[src/design/wave_defines.svh]
`ifndef WAVE_DEFINES_SVH
`define WAVE_DEFINES_SVH

// sample store
`define WAVE_RAM_BYTES 16 // 32 samples, two per byte

// frequency value from NR33 and NR34
`define WAVE_FREQ_W 11

// wishbone address width, registers plus ram window
`define WAVE_ADR_W 5

// channel registers
`define WAVE_ADR_NR30 5'd0 // dac enable
`define WAVE_ADR_NR31 5'd1 // length, not implemented
`define WAVE_ADR_NR32 5'd2 // volume code
`define WAVE_ADR_NR33 5'd3 // freq low byte
`define WAVE_ADR_NR34 5'd4 // trigger, freq high bits

// wave ram window, 16 to 31
`define WAVE_ADR_RAM 5'd16

`endif

[src/design/wave_bus_pkg.sv]
`include "wave_defines.svh"

package wave_bus_pkg;

	// master side of a classic cycle
	typedef struct packed {
		logic                   cyc;
		logic                   stb;
		logic                   we;
		logic [`WAVE_ADR_W-1:0] adr;
		logic [7:0]             dat;
	} wb_req_t;

	// slave side
	typedef struct packed {
		logic       ack;
		logic [7:0] dat; // valid with ack
	} wb_rsp_t;

endpackage

[src/design/wave_chan_pkg.sv]
`include "wave_defines.svh"

package wave_chan_pkg;

	// channel setup as held by the register block
	typedef struct packed {
		logic                    dac_on;
		logic [1:0]              volume;
		logic [`WAVE_FREQ_W-1:0] freq;
	} wave_cfg_t;

	// One stored byte. The cpu sees the raw byte and playback
	// picks one of the two nibbles.
	typedef union packed {
		logic [7:0] raw;
		struct packed {
			logic [3:0] hi; // even sample
			logic [3:0] lo; // odd sample
		} nib;
	} wave_byte_u;

	// index into 32 samples
	typedef logic [4:0] wave_pos_t;

endpackage

[src/design/wave_channel.sv]
`timescale 1ns/10ps

module wave_channel (
	input  logic                  amuk_4mhz,
	input  logic                  arst_n,
	input  wave_bus_pkg::wb_req_t wb_req,
	output wave_bus_pkg::wb_rsp_t wb_rsp,
	output logic [3:0]            dac_out,
	output logic                  ch_active
);
	import wave_chan_pkg::*;

	wave_cfg_t  cfg;
	wave_pos_t  pos;
	logic       trigger;
	logic       ram_we;
	logic [3:0] ram_adr;
	logic [7:0] ram_wdat;
	logic [7:0] ram_rdat;
	logic [3:0] sample;

	wave_regs u_regs (
		.amuk_4mhz (amuk_4mhz),
		.arst_n    (arst_n),
		.wb_req    (wb_req),
		.wb_rsp    (wb_rsp),
		.cfg       (cfg),
		.trigger   (trigger),
		.ch_active (ch_active),
		.ram_we    (ram_we),
		.ram_adr   (ram_adr),
		.ram_wdat  (ram_wdat),
		.ram_rdat  (ram_rdat)
	);

	wave_ram u_ram (
		.amuk_4mhz (amuk_4mhz),
		.arst_n    (arst_n),
		.cpu_we    (ram_we),
		.cpu_adr   (ram_adr),
		.cpu_wdat  (ram_wdat),
		.cpu_rdat  (ram_rdat),
		.pos       (pos),
		.sample    (sample)
	);

	wave_timer u_timer (
		.amuk_4mhz (amuk_4mhz),
		.arst_n    (arst_n),
		.cfg       (cfg),
		.trigger   (trigger),
		.pos       (pos),
		.ch_active (ch_active)
	);

	wave_output u_output (
		.amuk_4mhz (amuk_4mhz),
		.arst_n    (arst_n),
		.sample    (sample),
		.volume    (cfg.volume),
		.ch_active (ch_active),
		.dac_out   (dac_out)
	);

endmodule

[src/design/wave_output.sv]
`timescale 1ns/10ps

module wave_output (
	input  logic       amuk_4mhz,
	input  logic       arst_n,
	input  logic [3:0] sample,
	input  logic [1:0] volume,
	input  logic       ch_active,
	output logic [3:0] dac_out
);
	logic [3:0] scaled;
	logic [3:0] dac_q;

	always_comb begin
		case (volume)
			2'd0:    scaled = '0; // mute
			2'd1:    scaled = sample;
			2'd2:    scaled = sample >> 1;
			default: scaled = sample >> 2;
		endcase
	end

	always_ff @(posedge amuk_4mhz or negedge arst_n) begin
		if (!arst_n) begin
			dac_q <= '0;
		end else begin
			dac_q <= ch_active ? scaled : 4'd0;
		end
	end

	assign dac_out = dac_q;

endmodule

[src/design/wave_ram.sv]
`timescale 1ns/10ps

`include "wave_defines.svh"

module wave_ram (
	input  logic                     amuk_4mhz,
	input  logic                     arst_n,
	input  logic                     cpu_we,
	input  logic [3:0]               cpu_adr,
	input  logic [7:0]               cpu_wdat,
	output logic [7:0]               cpu_rdat,
	input  wave_chan_pkg::wave_pos_t pos,
	output logic [3:0]               sample
);
	import wave_chan_pkg::*;

	wave_byte_u mem [`WAVE_RAM_BYTES];
	wave_byte_u play_byte;
	logic [3:0] sample_q;

	always_ff @(posedge amuk_4mhz) begin
		if (cpu_we) begin
			mem[cpu_adr].raw <= cpu_wdat;
		end
	end

	assign cpu_rdat = mem[cpu_adr].raw; // registered in wave_regs

	// two samples per byte
	assign play_byte = mem[pos[4:1]];

	always_ff @(posedge amuk_4mhz or negedge arst_n) begin
		if (!arst_n) begin
			sample_q <= '0;
		end else begin
			sample_q <= pos[0] ? play_byte.nib.lo : play_byte.nib.hi; // hi nibble first
		end
	end

	assign sample = sample_q;

	// pos only moves while playing, so a cpu write never lands on a step
	a_no_write_on_step: assert property (@(posedge amuk_4mhz) disable iff (!arst_n)
		cpu_we |=> $stable(pos));

endmodule

[src/design/wave_regs.sv]
`timescale 1ns/10ps

`include "wave_defines.svh"

module wave_regs (
	input  logic                     amuk_4mhz,
	input  logic                     arst_n,
	input  wave_bus_pkg::wb_req_t    wb_req,
	output wave_bus_pkg::wb_rsp_t    wb_rsp,
	output wave_chan_pkg::wave_cfg_t cfg,
	output logic                     trigger,
	input  logic                     ch_active,
	output logic                     ram_we,
	output logic [3:0]               ram_adr,
	output logic [7:0]               ram_wdat,
	input  logic [7:0]               ram_rdat
);
	import wave_chan_pkg::*;

	wave_cfg_t  cfg_q;
	logic       ack_q;
	logic       done_q; // set until stb drops
	logic       trig_q;
	logic       accept;
	logic       is_ram;
	logic [7:0] rd_mux;
	logic [7:0] rdat_q;

	assign accept = wb_req.cyc && wb_req.stb && !done_q;
	assign is_ram = wb_req.adr >= `WAVE_ADR_RAM;

	assign ram_we   = accept && wb_req.we && is_ram && !ch_active; // ram locked while playing
	assign ram_adr  = wb_req.adr[3:0];
	assign ram_wdat = wb_req.dat;

	always_comb begin
		case (wb_req.adr)
			`WAVE_ADR_NR30: rd_mux = {cfg_q.dac_on, 7'h7f};
			`WAVE_ADR_NR31: rd_mux = 8'hff;
			`WAVE_ADR_NR32: rd_mux = {1'b1, cfg_q.volume, 5'h1f};
			`WAVE_ADR_NR33: rd_mux = cfg_q.freq[7:0];
			`WAVE_ADR_NR34: rd_mux = {5'h1f, cfg_q.freq[`WAVE_FREQ_W-1:8]};
			default:        rd_mux = (is_ram && !ch_active) ? ram_rdat : 8'hff;
		endcase
	end

	always_ff @(posedge amuk_4mhz or negedge arst_n) begin
		if (!arst_n) begin
			cfg_q  <= '0;
			ack_q  <= 1'b0;
			done_q <= 1'b0;
			trig_q <= 1'b0;
		end else begin
			ack_q  <= accept;
			done_q <= accept || (done_q && wb_req.stb);
			trig_q <= accept && wb_req.we && (wb_req.adr == `WAVE_ADR_NR34) && wb_req.dat[7];
			if (accept && wb_req.we) begin
				case (wb_req.adr)
					`WAVE_ADR_NR30: cfg_q.dac_on <= wb_req.dat[7];
					`WAVE_ADR_NR32: cfg_q.volume <= wb_req.dat[6:5];
					`WAVE_ADR_NR33: cfg_q.freq[7:0] <= wb_req.dat;
					`WAVE_ADR_NR34: cfg_q.freq[`WAVE_FREQ_W-1:8] <= wb_req.dat[`WAVE_FREQ_W-9:0];
					default: ;
				endcase
			end
		end
	end

	always_ff @(posedge amuk_4mhz) begin
		if (accept) begin
			rdat_q <= rd_mux; // presented with ack
		end
	end

	assign wb_rsp.ack = ack_q;
	assign wb_rsp.dat = rdat_q;
	assign cfg        = cfg_q;
	assign trigger    = trig_q;

	// one ack per request, the master must drop stb in between
	a_ack_single: assert property (@(posedge amuk_4mhz) disable iff (!arst_n)
		wb_rsp.ack |=> !wb_rsp.ack);

endmodule

[src/design/wave_timer.sv]
`timescale 1ns/10ps

`include "wave_defines.svh"

module wave_timer (
	input  logic                     amuk_4mhz,
	input  logic                     arst_n,
	input  wave_chan_pkg::wave_cfg_t cfg,
	input  logic                     trigger,
	output wave_chan_pkg::wave_pos_t pos,
	output logic                     ch_active
);
	import wave_chan_pkg::*;

	logic [`WAVE_FREQ_W-1:0] cnt_q;
	logic [`WAVE_FREQ_W-1:0] period;
	wave_pos_t               pos_q;
	logic                    active_q;
	logic                    step;

	// 2048 - freq, freq 0 wraps round to a full 2048 count
	assign period = ~cfg.freq + 1'b1;

	assign step = active_q && (cnt_q == `WAVE_FREQ_W'd1);

	always_ff @(posedge amuk_4mhz or negedge arst_n) begin
		if (!arst_n) begin
			cnt_q    <= '0;
			pos_q    <= '0;
			active_q <= 1'b0;
		end else if (trigger) begin
			active_q <= cfg.dac_on;
			pos_q    <= '0;
			cnt_q    <= period;
		end else begin
			if (!cfg.dac_on) begin
				active_q <= 1'b0; // dac off stops the channel
			end
			if (step) begin
				cnt_q <= period;
				pos_q <= pos_q + 1'b1; // wraps at 32
			end else if (active_q) begin
				cnt_q <= cnt_q - 1'b1;
			end
		end
	end

	assign pos       = pos_q;
	assign ch_active = active_q;

	// playback walks the table in order, restart only from trigger
	a_pos_order: assert property (@(posedge amuk_4mhz) disable iff (!arst_n)
		!$stable(pos_q) |->
			(pos_q == wave_pos_t'($past(pos_q) + 1'b1)) ||
			($past(trigger) && (pos_q == '0)));

endmodule

[config.mk]
export PLATFORM = sky130hd
export DESIGN_NAME = wave_channel
export DESIGN_NICKNAME = d
export VERILOG_FILES = /design/src/design/wave_bus_pkg.sv /design/src/design/wave_chan_pkg.sv /design/src/design/wave_channel.sv /design/src/design/wave_output.sv /design/src/design/wave_ram.sv /design/src/design/wave_regs.sv /design/src/design/wave_timer.sv
export VERILOG_INCLUDE_DIRS = /design/src /design/src/design
export SDC_FILE = /design/constraint.sdc
export NUM_CORES = 1
export LEC_CHECK = 0
export BUFFER_PORTS_ARGS = -buffer_cell sky130_fd_sc_hd__clkbuf_2
export CAP_MARGIN = 20
export CELL_PAD_IN_SITES_DETAIL_PLACEMENT = 1
export CELL_PAD_IN_SITES_GLOBAL_PLACEMENT = 1
export CORE_MARGIN = 4
export CORE_UTILIZATION = 30
export DETAILED_ROUTE_END_ITERATION = 8
export PLACE_DENSITY_LB_ADDON = 0.1
export SYNTH_ARGS = -nofsm -noshare
export SYNTH_HDL_FRONTEND = slang
export SYNTH_SLANG_ARGS = --single-unit
[constraint.sdc]
create_clock -name amuk_4mhz -period 4.8 [get_ports amuk_4mhz]
set_input_delay 0.48 -clock amuk_4mhz [delete_from_list [all_inputs] [get_ports amuk_4mhz]]
set_output_delay 0.48 -clock amuk_4mhz [all_outputs]
set_load 0.01 [all_outputs]
==> results of run 1 <==
==> critical path: stages (launching register included) <==
cell	delay, ps
dfrtp_1	380
and3b_1	200
buf_4	220
nand2_1	150
nor2_1	270
nand3b_1	200
nor2_1	840
buf_4	290
==> worst paths after layout <==
check | endpoint | slack (ps) | cells past startpoint
worst max-delay path | u_ram.mem[9][7]$_DFFE_PP_ | 1960 | 7
worst min-delay path | u_timer.pos[2]$_DFFE_PN0P_ | 130 | 2
worst max register to register | u_ram.mem[9][7]$_DFFE_PP_ | 1960 | 7
worst min register to register | u_regs.done_q$_DFF_PN0_ | 490 | 1
max in group asynchronous | u_timer.pos[1]$_DFFE_PN0P_ | 4240 | 2
min in group amuk_4mhz | u_regs.done_q$_DFF_PN0_ | 270 | 2
==> flip-flops by register name, summed over array words and instances (netlist names) <==
register / cells
u_regs.ack_q: 1
u_timer.pos: 5
u_regs.cfg: 14
u_output.dac_out: 4
u_regs.rdat_q: 8
u_timer.ch_active: 1
u_ram.mem: 128
u_regs.trigger: 1
u_ram.sample: 4
u_regs.done_q: 1
u_timer.cnt_q: 11
==> layer usage <==
metal  global-route usage, %  up-vias
li1                        -     2217
met1                   23.66     2762
met2                   27.17      117
met3                   2.848       13
met4                   4.288        0
met5                       0        -
==> metrics by stage <==
step	hold slack (ps)	instance area [µm²]
detailed placement	476.5	9169
global route	157.0	9807
finish	127.1	9807
global placement	456.2	9161
floorplan	184.4	8494
CTS	142.4	9796
==> power by group <==
group          total (W)  switching (W)  leakage [nW]  internal [W]
registers        0.00171      0.0000252          1.78       0.00168
clock network    0.00151       0.000634         0.310      0.000881
logic           0.000200       0.000122          1.28     0.0000780
==> cell families (layout without fill, tap and decap cells) <==
family                   after synthesis  after routing  synth area share, %
AO/OA/AOI/OAI                         63             63                4.743
XOR/XNOR                              14             14                1.444
adder cells (fa/ha/maj)                4              4               0.5892
buffers and inverters                 40             98                2.209
flip-flops                           178            178                60.45
multiplexers                         107            107                22.70
AND/OR/NAND/NOR                      127            127                7.866
==> final cells by class <==
cell class | count | area share [%]
clock inverter | 15 | 2.054
inverter | 6 | 0.2297
multi-input combinational | 315 | 32.34
sequential | 178 | 52.37
timing repair buffer | 60 | 3.840
tap | 378 | 4.823
clock buffer | 17 | 4.338
==> layout by cell type, fill, tap and decap left out, types with 3 or more instances in the layout <==
cell type,synthesis,final
nor2b_1,9,9
nor4_1,3,3
o21ai_0,15,15
xor2_1,8,8
ha_1,4,4
nand3_1,4,4
clkbuf_16,0,17
edfxtp_1,136,136
inv_6,0,5
or2_2,3,3
a311oi_1,5,5
clkbuf_2,0,31
nand4_1,4,4
nand3b_1,5,5
mux2i_1,16,16
xnor2_1,6,6
buf_4,6,28
o32ai_1,3,3
inv_1,6,6
mux4_2,66,66
nor4b_1,4,4
mux2_2,25,25
a21oi_1,17,17
dfrtp_1,42,41
nor3_1,13,13
a22oi_1,3,3
nor2_1,33,33
nand2b_1,7,7
o22ai_1,4,4
bufinv_16,0,4
nand2_1,28,28
a31oi_1,3,3
==> summary.txt, run 1 <==
Layout
  – Final core occ: 35.20%
  – Layout fillers: about 2800
  – Share of cells above drive strength 1: a little under a third
  – Register area: between 5000 and 6000 µm²
  – Number of inserted diodes: 0
  – Layout area overhead: 15.45%
  – # nets final: 600
  – Post-route insts no fill: 969
  – Footprint of the multi-input gates: approximately 3200 µm²

Route
  – Detail Route Antenna Nets: 0
  – Drt drc: 0
  – Iteration-0 DRC Markers: 421
  – Avg WL per Cell: 26.17 µm
  – Wl on met1: 11.68 mm
  – Via-per-instance ratio: 5.272
  – Top sig layer: met4
  – Pre-Repair DR Iteration Count: 4
  – Total wire length: roughly 25 mm
  – Metal2 WL: about 12 mm
  – DR vias: about 5100
  – Met3 routed WL: a little over 900 µm

Setup path
  – CP Class: reg -> reg
  – R2r startpoint: u_regs.done_q$_DFF_PN0_
  – Worst EP required: between 4000 and 5000 ps
  – Crit path launch: u_regs.done_q$_DFF_PN0_
  – CP endpoint kind: register
  – Setup crit start kind: register
  – Crit Path Max Fanout: 12
  – WP data arrival: approximately 3000 ps

Clock tree
  – Post-CTS Resized: 0
  – Clock latency at the later pin of the worst-skew pair: 430 ps
  – Post-CTS Setup Bufs: 0
  – H-tree levels: 4
  – Inserted Clock Buffers: 17
  – Max clock buf depth: 2
  – Clock tree root driver cell: clkbuf_16
  – Clock transition at path regs: 70 ps
  – TritonCTS clock tree: built
  – # hold bufs at CTS: 0
  – # clock sinks: 178

Pwr
  – Total power draw: 0.003420 W
  – Peak VDD IR: 0.0002143 V
  – P per Cell Area: 348.7 nW/µm²
  – Leakage dissipation: between 3 and 4 nW

Yosys
  – Synth top area cells: edfxtp_1, mux4_2, dfrtp_1
  – Syn avg cell area: 15.94 µm²
  – Synth Flop Type: edfxtp_1
  – Unique masters post-synth: 52
  – Most frequent cell after synthesis: edfxtp_1
  – Yosys warnings: 0
  – Syn_nets: 555
  – Synth async-reset ratio: between 20% and 30%
  – Post-synthesis sequential area ratio: a little over 60%
  – Post-synthesis register bit count: between 150 and 200
  – Post-Syn Area: ~8500 µm²
  – Largest area contributor in the netlist: edfxtp_1
  – Syn Inst Count: ~530
  – Post-synth top cells: edfxtp_1, mux4_2, dfrtp_1, nor2_1, nand2_1
  – Post-synth EDFFs: roughly 140
  – Top cell type's share of synthesized area: 48.08%

STA
  – Setup-failing EPs final: 0
  – Fin crit period: 2840 ps
  – PnR worst setup slack: roughly 2000 ps
  – Final Slew Violations: 0
  – Final worst clock skew: 21.08 ps
  – Worst-Margin Slew: between 1000 and 1500 ps
  – Final Cycle Share: between 50% and 60%
  – FMAX: between 300 and 400 MHz
  – Final hold violations: 0
  – Slew HR: between 20 and 30%
  – RSZ-0062 raised after global routing: no
  – Setup TNS: 0 ps

Floorplan
  – Starting Density: between 30% and 40%
  – Die height: approximately 180 µm
  – Die X: 176.3 µm
  – Core area: approximately 28000 µm²
  – Die Area: around 31000 µm²
  – Boundary Pins: 32
  – Site Rows: between 60 and 70

Placement
  – HPWL Detailed: 17.33 mm
  – Buffers added on ports: 31
  – Placed Cells: approximately 940
  – Final Wtd Congestion: between 0.7 and 0.8
  – DP Worst Slack: approximately 1800 ps

GRT
  – Initial antenna violation count: 1
  – Vias in the first global route: ~5400
  – Largest net degree at the start of global routing: 43
  – Overflow after GRT: 0
  – Global-route wire length before repair: roughly 38 mm
  – Tot GR Track Use: between 15 and 20%

Flow run
  – Max-cap viol count: 0

Hold path
  – Worst min path class: in -> async

Run status
  – Status: finished clean
(Power assumes the default switching activity.)
==> run 2: changes to the inputs <==
Settings changed: ABC_AREA set to 1.
Clock period 4.8 ns to 2.6 ns, I/O delays scaled along.
==> summary.txt, run 2 <==
Run status
  – Status: finished clean (unchanged)

Yosys
  – Unique masters post-synth: 36 (was 52)
  – Top cell type's share of synthesized area: 44.76% (was 48.08%)
  – Post-synth top cells: nand2_1, nand3_1, edfxtp_1, nor2_1, inv_1 (was edfxtp_1, mux4_2, dfrtp_1, nor2_1, nand2_1)
  – Post-synthesis sequential area ratio: 56.27% (was 60.45%)
  – Syn Inst Count: 1089 (was 533)
  – Post-synth EDFFs: 136 (unchanged)
  – Yosys warnings: 0 (unchanged)
  – Syn_nets: 1111 (was 555)
  – Largest area contributor in the netlist: edfxtp_1 (unchanged)
  – Post-Syn Area: 9125 µm² (was 8494 µm²)
  – Most frequent cell after synthesis: nand2_1 (was edfxtp_1)
  – Synth top area cells: edfxtp_1, nand2_1, dfrtp_1 (was edfxtp_1, mux4_2, dfrtp_1)
  – Syn avg cell area: 8.379 µm² (was 15.94 µm²)
  – Post-synthesis register bit count: 178 (unchanged)
  – Synth Flop Type: edfxtp_1 (unchanged)
  – Synth async-reset ratio: 23.60% (unchanged)

Setup path
  – Cell Chain, Critical Path: inv_1, nand3_1, nor4_2, nand2_1, nor2_1, buf_4 (was and3b_1, buf_4, nand2_1, nor2_1, nand3b_1, nor2_1, buf_4)
  – CP endpoint kind: register (unchanged)
  – CP Class: reg -> reg (unchanged)
  – Worst path buffer plus inverter count: 2 (unchanged)
  – Crit Path Max Fanout: 6 (was 12)
  – Critical Path Max Stage Delay: 390 ps (was 840 ps)
  – Slowest cell on the critical path: dfrtp_1 (was nor2_1)
  – Worst EP required: 2750 ps (was 4940 ps)
  – WP data arrival: 2150 ps (was 2980 ps)
  – Crit path max-delay family: simple AND/OR/NAND/NOR gates (unchanged)
  – Setup crit start kind: register (unchanged)

Pwr
  – Peak VDD IR: 0.0004324 V (was 0.0002143 V)
  – P per Cell Area: 605.5 nW/µm² (was 348.7 nW/µm²)
  – Leakage dissipation: 4.418 nW (was 3.373 nW)

STA
  – RSZ-0062 raised after global routing: no (unchanged)
  – Final Slew Violations: 0 (unchanged)
  – Fin crit period: 1999 ps (was 2840 ps)
  – Final worst clock skew: 20.35 ps (was 21.08 ps)
  – Fin Hold WS: 53.17 ps (was 127.1 ps)
  – Slew HR: 62.88% (was 29.34%)
  – Final Cycle Share: 76.89% (was 59.18%)
  – Setup TNS: 0 ps (unchanged)
  – Worst-Margin Slew: 555.5 ps (was 1056 ps)
  – FMAX: 500.2 MHz (was 352.1 MHz)
  – Final hold violations: 0 (unchanged)
  – Setup-failing EPs final: 0 (unchanged)

Clock tree
  – Clock tree root driver cell: clkbuf_16 (unchanged)
  – Post-CTS Setup Bufs: 0 (unchanged)
  – Inserted Clock Buffers: 17 (unchanged)
  – H-tree levels: 4 (unchanged)
  – Post-CTS Resized: 0 (unchanged)
  – Clock latency at the later pin of the worst-skew pair: 440 ps (was 430 ps)
  – # clock sinks: 178 (unchanged)
  – TritonCTS clock tree: built (unchanged)
  – Clock transition at path regs: 70 ps (about the same)
  – Max clock buf depth: 2 (unchanged)

GRT
  – Met3 usage: 2.950% (was 2.848%)
  – Routing usage on met1: 28.25% (was 23.66%)
  – Tot GR Track Use: 20.38% (was 16.78%)
  – Initial antenna violation count: 0 (was 1)
  – Vias in the first global route: 7967 (was 5395)
  – Overflow after GRT: 0 (unchanged)
  – Largest net degree at the start of global routing: 67 (was 43)
  – Global route hottest layer: met2 (unchanged)
  – M2 GR Usage: 33.46% (was 27.17%)
  – Global-route wire length before repair: 50.87 mm (was 37.52 mm)

Floorplan
  – Site Rows: 63 (was 61)
  – Die X: 182.4 µm (was 176.3 µm)
  – Core area: 29800 µm² (was 27860 µm²)
  – Starting Density: 30.62% (was 30.49%)
  – Die Area: 33270 µm² (was 31070 µm²)
  – Die height: 182.4 µm (was 176.3 µm)
  – Boundary Pins: 32 (unchanged)

Flow run
  – Max-cap viol count: 0 (unchanged)

Layout
  – Layout area overhead: 14.64% (was 15.45%)
  – Leading cell types in the layout, fill and taps excluded: nand2_1, nand3_1, edfxtp_1 (was edfxtp_1, mux4_2, dfrtp_1)
  – Commonest non-fill, non-tap cell in the layout: nand2_1 (was edfxtp_1)
  – Share of cells above drive strength 1: 10.90% (was 31.98%)
  – Max FFs per register: 128 (unchanged)
  – # nets final: 1156 (was 600)
  – Layout fillers: 3542 (was 2837)
  – Biggest register: u_ram.mem (unchanged)

Route
  – Detail Route Antenna Nets: 0 (unchanged)
  – DR vias: 7599 (was 5109)
  – Drt drc: 0 (unchanged)
  – Iteration-0 DRC Markers: 504 (was 421)
  – Total wire length: 33.01 mm (was 25.36 mm)
  – Via-per-instance ratio: 4.941 (was 5.272)
  – Pre-Repair DR Iteration Count: 5 (was 4)
  – Avg WL per Cell: 21.46 µm (was 26.17 µm)

Placement
  – Buffers added on ports: 31 (unchanged)
  – HPWL Detailed: 22.68 mm (was 17.33 mm)
  – Final Wtd Congestion: 0.8322 (was 0.7736)

Hold path
  – Worst min path class: in -> reg (was in -> async)
-- run 2: changes by cell type in the layout (fill, tap and decap cells not counted), sizes merged, moves of 16 or more --
cell / change
nand2: +473
nand3: +149
mux2i: -16
nor2: +47
mux2: -25
mux4: -66
inv: +43
-- run 2: final timing paths --
kind,from,end,slack [ps],cells after the start
worst min-delay path,wb_req[14],u_regs.done_q$_DFF_PN0_,50,3
worst max register to register,u_regs.done_q$_DFF_PN0_,u_ram.mem[14][7]$_DFFE_PP_,600,6
worst min register to register,u_regs.done_q$_DFF_PN0_,u_regs.done_q$_DFF_PN0_,500,2
min in group asynchronous,arst_n,u_timer.pos[4]$_DFFE_PN0P_,310,2
worst max-delay path,u_regs.done_q$_DFF_PN0_,u_ram.mem[14][7]$_DFFE_PP_,600,6
max in group asynchronous,arst_n,u_ram.sample[1]$_DFF_PN0_,1550,3
-- run 2: cell families (layout without fill, tap and decap cells) --
logic type | after synthesis | count (layout) | synth area share [%]
flops | 178 | 178 | 56.27
other cells | 0 | 1 | 0
simple gates | 754 | 754 | 34.43
xor+xnor | 10 | 10 | 0.9599
compound gates | 45 | 45 | 2.756
fa+ha+maj | 4 | 4 | 0.5485
buf+inv | 98 | 156 | 5.032
-- run 2: metal layers --
metal | vias to the layer above | part of all wire, %
met5 | - | 0
met1 | 3783 | 48
met3 | 27 | 3.0
li1 | 3674 | -
met2 | 115 | 47
met4 | 0 | 2.1
-- run 2: area by class of cell --
type / instances / area (µm²) / area share (%)
multi-input combinational: 813 / 3531 / 33.75
clock buffer: 17 / 425.4 / 4.066
inverter: 52 / 197.7 / 1.890
sequential: 178 / 5136 / 49.10
clock inverter: 15 / 190.2 / 1.818
antenna: 1 / 2.502 / 0.02392
timing repair buffer: 72 / 490.5 / 4.688
tap: 390 / 488.0 / 4.665
-- run 2: power breakdown --
part	total, W	switching (W)	internal [W]	leakage [nW]
clock	0.00269	0.00130	0.00139	0.293
sequential	0.00314	0.0000384	0.00310	1.78
combinational	0.000502	0.000360	0.000142	2.34
-- run 2: what timing repair did --
item	4_1_cts	5_1_grt
endpoints found under the hold margin	17	0
hold buffers	1	0
setup endpoints to repair	0	0
-- run 2: per-stage QoR --
stage	power (W)	cell area [µm²]	worst slack, ps	utilization (%)	instances
3_5_place_dp	0.003717	9833	422.9	33.00	1504
2_1_floorplan	0.003489	9125	893.1	-	1089
6_report	0.006335	10460	600.7	35.11	1538
3_3_place_gp	0.003709	9833	482.4	33.00	1504
5_1_grt	0.006601	10460	415.6	35.10	1537
4_1_cts	0.006403	10460	634.5	35.10	1537
-- run 2: worst register-to-register path, stage by stage, from the launching register on --
cell,delay (ps)
dfrtp_1,390
inv_1,50
nand3_1,160
nor4_2,350
nand2_1,180
nor2_1,350
buf_4,240
==> run 3: changes to the inputs <==
Clock period 2.6 ns to 2.1 ns, I/O delays scaled along.
==> summary.txt, run 3 (synthesis results as in run 2) <==
STA
  – Fin Hold WS: 134.3 ps (was 53.17 ps)
  – Final Cycle Share: 87.23% (was 76.89%)
  – Setup TNS: 0 ps (unchanged)
  – Final hold violations: 0 (unchanged)
  – Final worst clock skew: 12.30 ps (was 20.35 ps)
  – Worst-Margin Slew: 580.5 ps (was 555.5 ps)
  – FMAX: 545.9 MHz (was 500.2 MHz)
  – Fin crit period: 1832 ps (was 1999 ps)
  – Setup-failing EPs final: 0 (unchanged)
  – Slew HR: 61.30% (was 62.88%)
  – Final Slew Violations: 0 (unchanged)
  – RSZ-0062 raised after global routing: no (unchanged)

Setup path
  – R2r startpoint: u_regs.done_q$_DFF_PN0_ (unchanged)
  – Worst EP required: 2250 ps (was 2750 ps)
  – Setup crit start kind: register (unchanged)
  – Reg2reg setup slack: 270 ps (was 600 ps)
  – WP data arrival: 1990 ps (was 2150 ps)
  – CP endpoint: u_ram.mem[14][5]$_DFFE_PP_ (was u_ram.mem[14][7]$_DFFE_PP_)
  – Path depth of the worst reg2reg path: 7 (was 6)
  – Critical R2R Capture: u_ram.mem[14][5]$_DFFE_PP_ (was u_ram.mem[14][7]$_DFFE_PP_)
  – CP Class: reg -> reg (unchanged)
  – Crit path launch: u_regs.done_q$_DFF_PN0_ (unchanged)
  – CP endpoint kind: register (unchanged)
  – Crit Path Max Fanout: 6 (unchanged)

Route
  – Drt drc: 0 (unchanged)
  – Metal2 WL: 16.17 mm (was 15.56 mm)
  – Via-per-instance ratio: 4.932 (was 4.941)
  – Iteration-0 DRC Markers: 525 (was 504)
  – Avg WL per Cell: 21.51 µm (was 21.46 µm)
  – Total wire length: 33.28 mm (was 33.01 mm)
  – Met3 routed WL: 1.005 mm (was 981 µm)
  – DR vias: 7630 (was 7599)
  – Detail Route Antenna Nets: 0 (unchanged)
  – Pre-Repair DR Iteration Count: 5 (unchanged)
  – Top sig layer: met4 (unchanged)
  – Wl on met1: 15.60 mm (was 15.77 mm)

Floorplan
  – Core area: 29800 µm² (unchanged)
  – Starting Density: 30.62% (unchanged)
  – Die height: 182.4 µm (unchanged)
  – Boundary Pins: 32 (unchanged)
  – Die X: 182.4 µm (unchanged)
  – Site Rows: 63 (unchanged)
  – Die Area: 33270 µm² (unchanged)

Pwr
  – Peak VDD IR: 0.0005840 V (was 0.0004324 V)
  – Leakage dissipation: 4.490 nW (was 4.418 nW)
  – P per Cell Area: 758.1 nW/µm² (was 605.5 nW/µm²)

Placement
  – Buffers added on ports: 31 (unchanged)
  – HPWL Detailed: 23.33 mm (was 22.68 mm)
  – Placed Cells: 1513 (was 1504)
  – Final Wtd Congestion: 0.7933 (was 0.8322)

Layout
  – Layout fillers: 3573 (was 3542)
  – Leading cell types in the layout, fill and taps excluded: nand2_1, nand3_1, edfxtp_1 (unchanged)
  – # nets final: 1166 (was 1156)
  – Max FFs per register: 128 (unchanged)
  – Number of inserted diodes: 0 (was 1)
  – Biggest register: u_ram.mem (unchanged)
  – Share of cells above drive strength 1: 11.50% (was 10.90%)
  – Post-route insts no fill: 1547 (was 1538)
  – Commonest non-fill, non-tap cell in the layout: nand2_1 (unchanged)
  – Layout area overhead: 16.04% (was 14.64%)

GRT
  – Overflow after GRT: 0 (unchanged)
  – Vias in the first global route: 8020 (was 7967)
  – Largest net degree at the start of global routing: 43 (was 67)
  – Initial antenna violation count: 0 (unchanged)
  – Tot GR Track Use: 20.56% (was 20.38%)
  – Global-route wire length before repair: 50.72 mm (was 50.87 mm)

Clock tree
  – Clock tree root driver cell: clkbuf_16 (unchanged)
  – Inserted Clock Buffers: 17 (unchanged)
  – H-tree levels: 4 (unchanged)
  – # clock sinks: 178 (unchanged)
  – TritonCTS clock tree: built (unchanged)
  – Post-CTS Setup Bufs: 0 (unchanged)
  – Max clock buf depth: 2 (unchanged)
  – Clock latency at the later pin of the worst-skew pair: 450 ps (was 440 ps)
  – Clock transition at path regs: 70 ps (about the same)

Run status
  – Status: finished clean (unchanged)

Flow run
  – Max-cap viol count: 0 (unchanged)

Hold path
  – Worst min path class: in -> reg (unchanged)
run 3: cell count changes in the layout (fill, tap and decap cells not counted), moves of 3 or more:
cell,delta
clkinv_8,-4
bufinv_16,+3
buf_12,+3
buf_4,+6
inv_8,-3
run 3: how the worst min path moves through the flow:
stage | start | to | slack, ps | depth (start not counted)
after floorplan | arst_n | u_output.dac_out[0]$_DFF_PN0_ | -90 | 0
after global placement | arst_n | u_output.dac_out[0]$_DFF_PN0_ | 340 | 2
after detailed placement | arst_n | u_output.dac_out[0]$_DFF_PN0_ | 340 | 2
after CTS | wb_req[15] | u_regs.done_q$_DFF_PN0_ | 120 | 3
after global routing | wb_req[15] | u_regs.done_q$_DFF_PN0_ | 140 | 3
final | wb_req[15] | u_regs.done_q$_DFF_PN0_ | 130 | 3
run 3: metal layers:
| metal | GRT usage, % | up-vias |
|---|---|---|
| li1 | - | 3698 |
| met1 | 28.02 | 3810 |
| met2 | 34.76 | 97 |
| met3 | 2.671 | 25 |
| met4 | 5.284 | 0 |
| met5 | 0 | - |
run 3: what timing repair did:
item                                    4_1_cts  5_1_grt
endpoints found under the setup margin        0        0
hold buffers                                  2        0
resized for setup                             0        0
endpoints found under the hold margin        43        0
run 3: worst max-delay path, cell delays in order, from the launching register on:
cell	delay (ps)
dfrtp_1	380
inv_1	50
nand3_1	160
nor4_2	180
buf_4	160
nand2_1	110
nor2_1	260
buf_4	230
run 3: layout make-up:
cell class / count / area [µm²] / share of cell area, %
Clock inverter: 15 / 205.2 / 1.938
Timing Repair Buffer: 82 / 605.6 / 5.719
Multi-Input combinational cell: 813 / 3531 / 33.35
Clock buffer: 17 / 425.4 / 4.017
Inverter: 52 / 197.7 / 1.867
Tap cell: 390 / 488.0 / 4.608
Sequential cell: 178 / 5136 / 48.51
run 3: power by group:
group          leakage (nW)  internal [W]  switching (W)
clock network         0.296       0.00201        0.00150
logic                  2.41      0.000181       0.000447
registers              1.78       0.00384      0.0000479
run 3: per-stage QoR:
stage	util [%]	total power [W]	setup WS [ps]	cell area (µm²)
floorplan	-	0.004320	393.1	9125
detailed placement	33.35	0.004606	170.7	9938
CTS	35.54	0.008140	241.2	10590
finish	35.54	0.008028	268.2	10590
global placement	33.35	0.004601	200.7	9938
global route	35.54	0.008349	140.1	10590
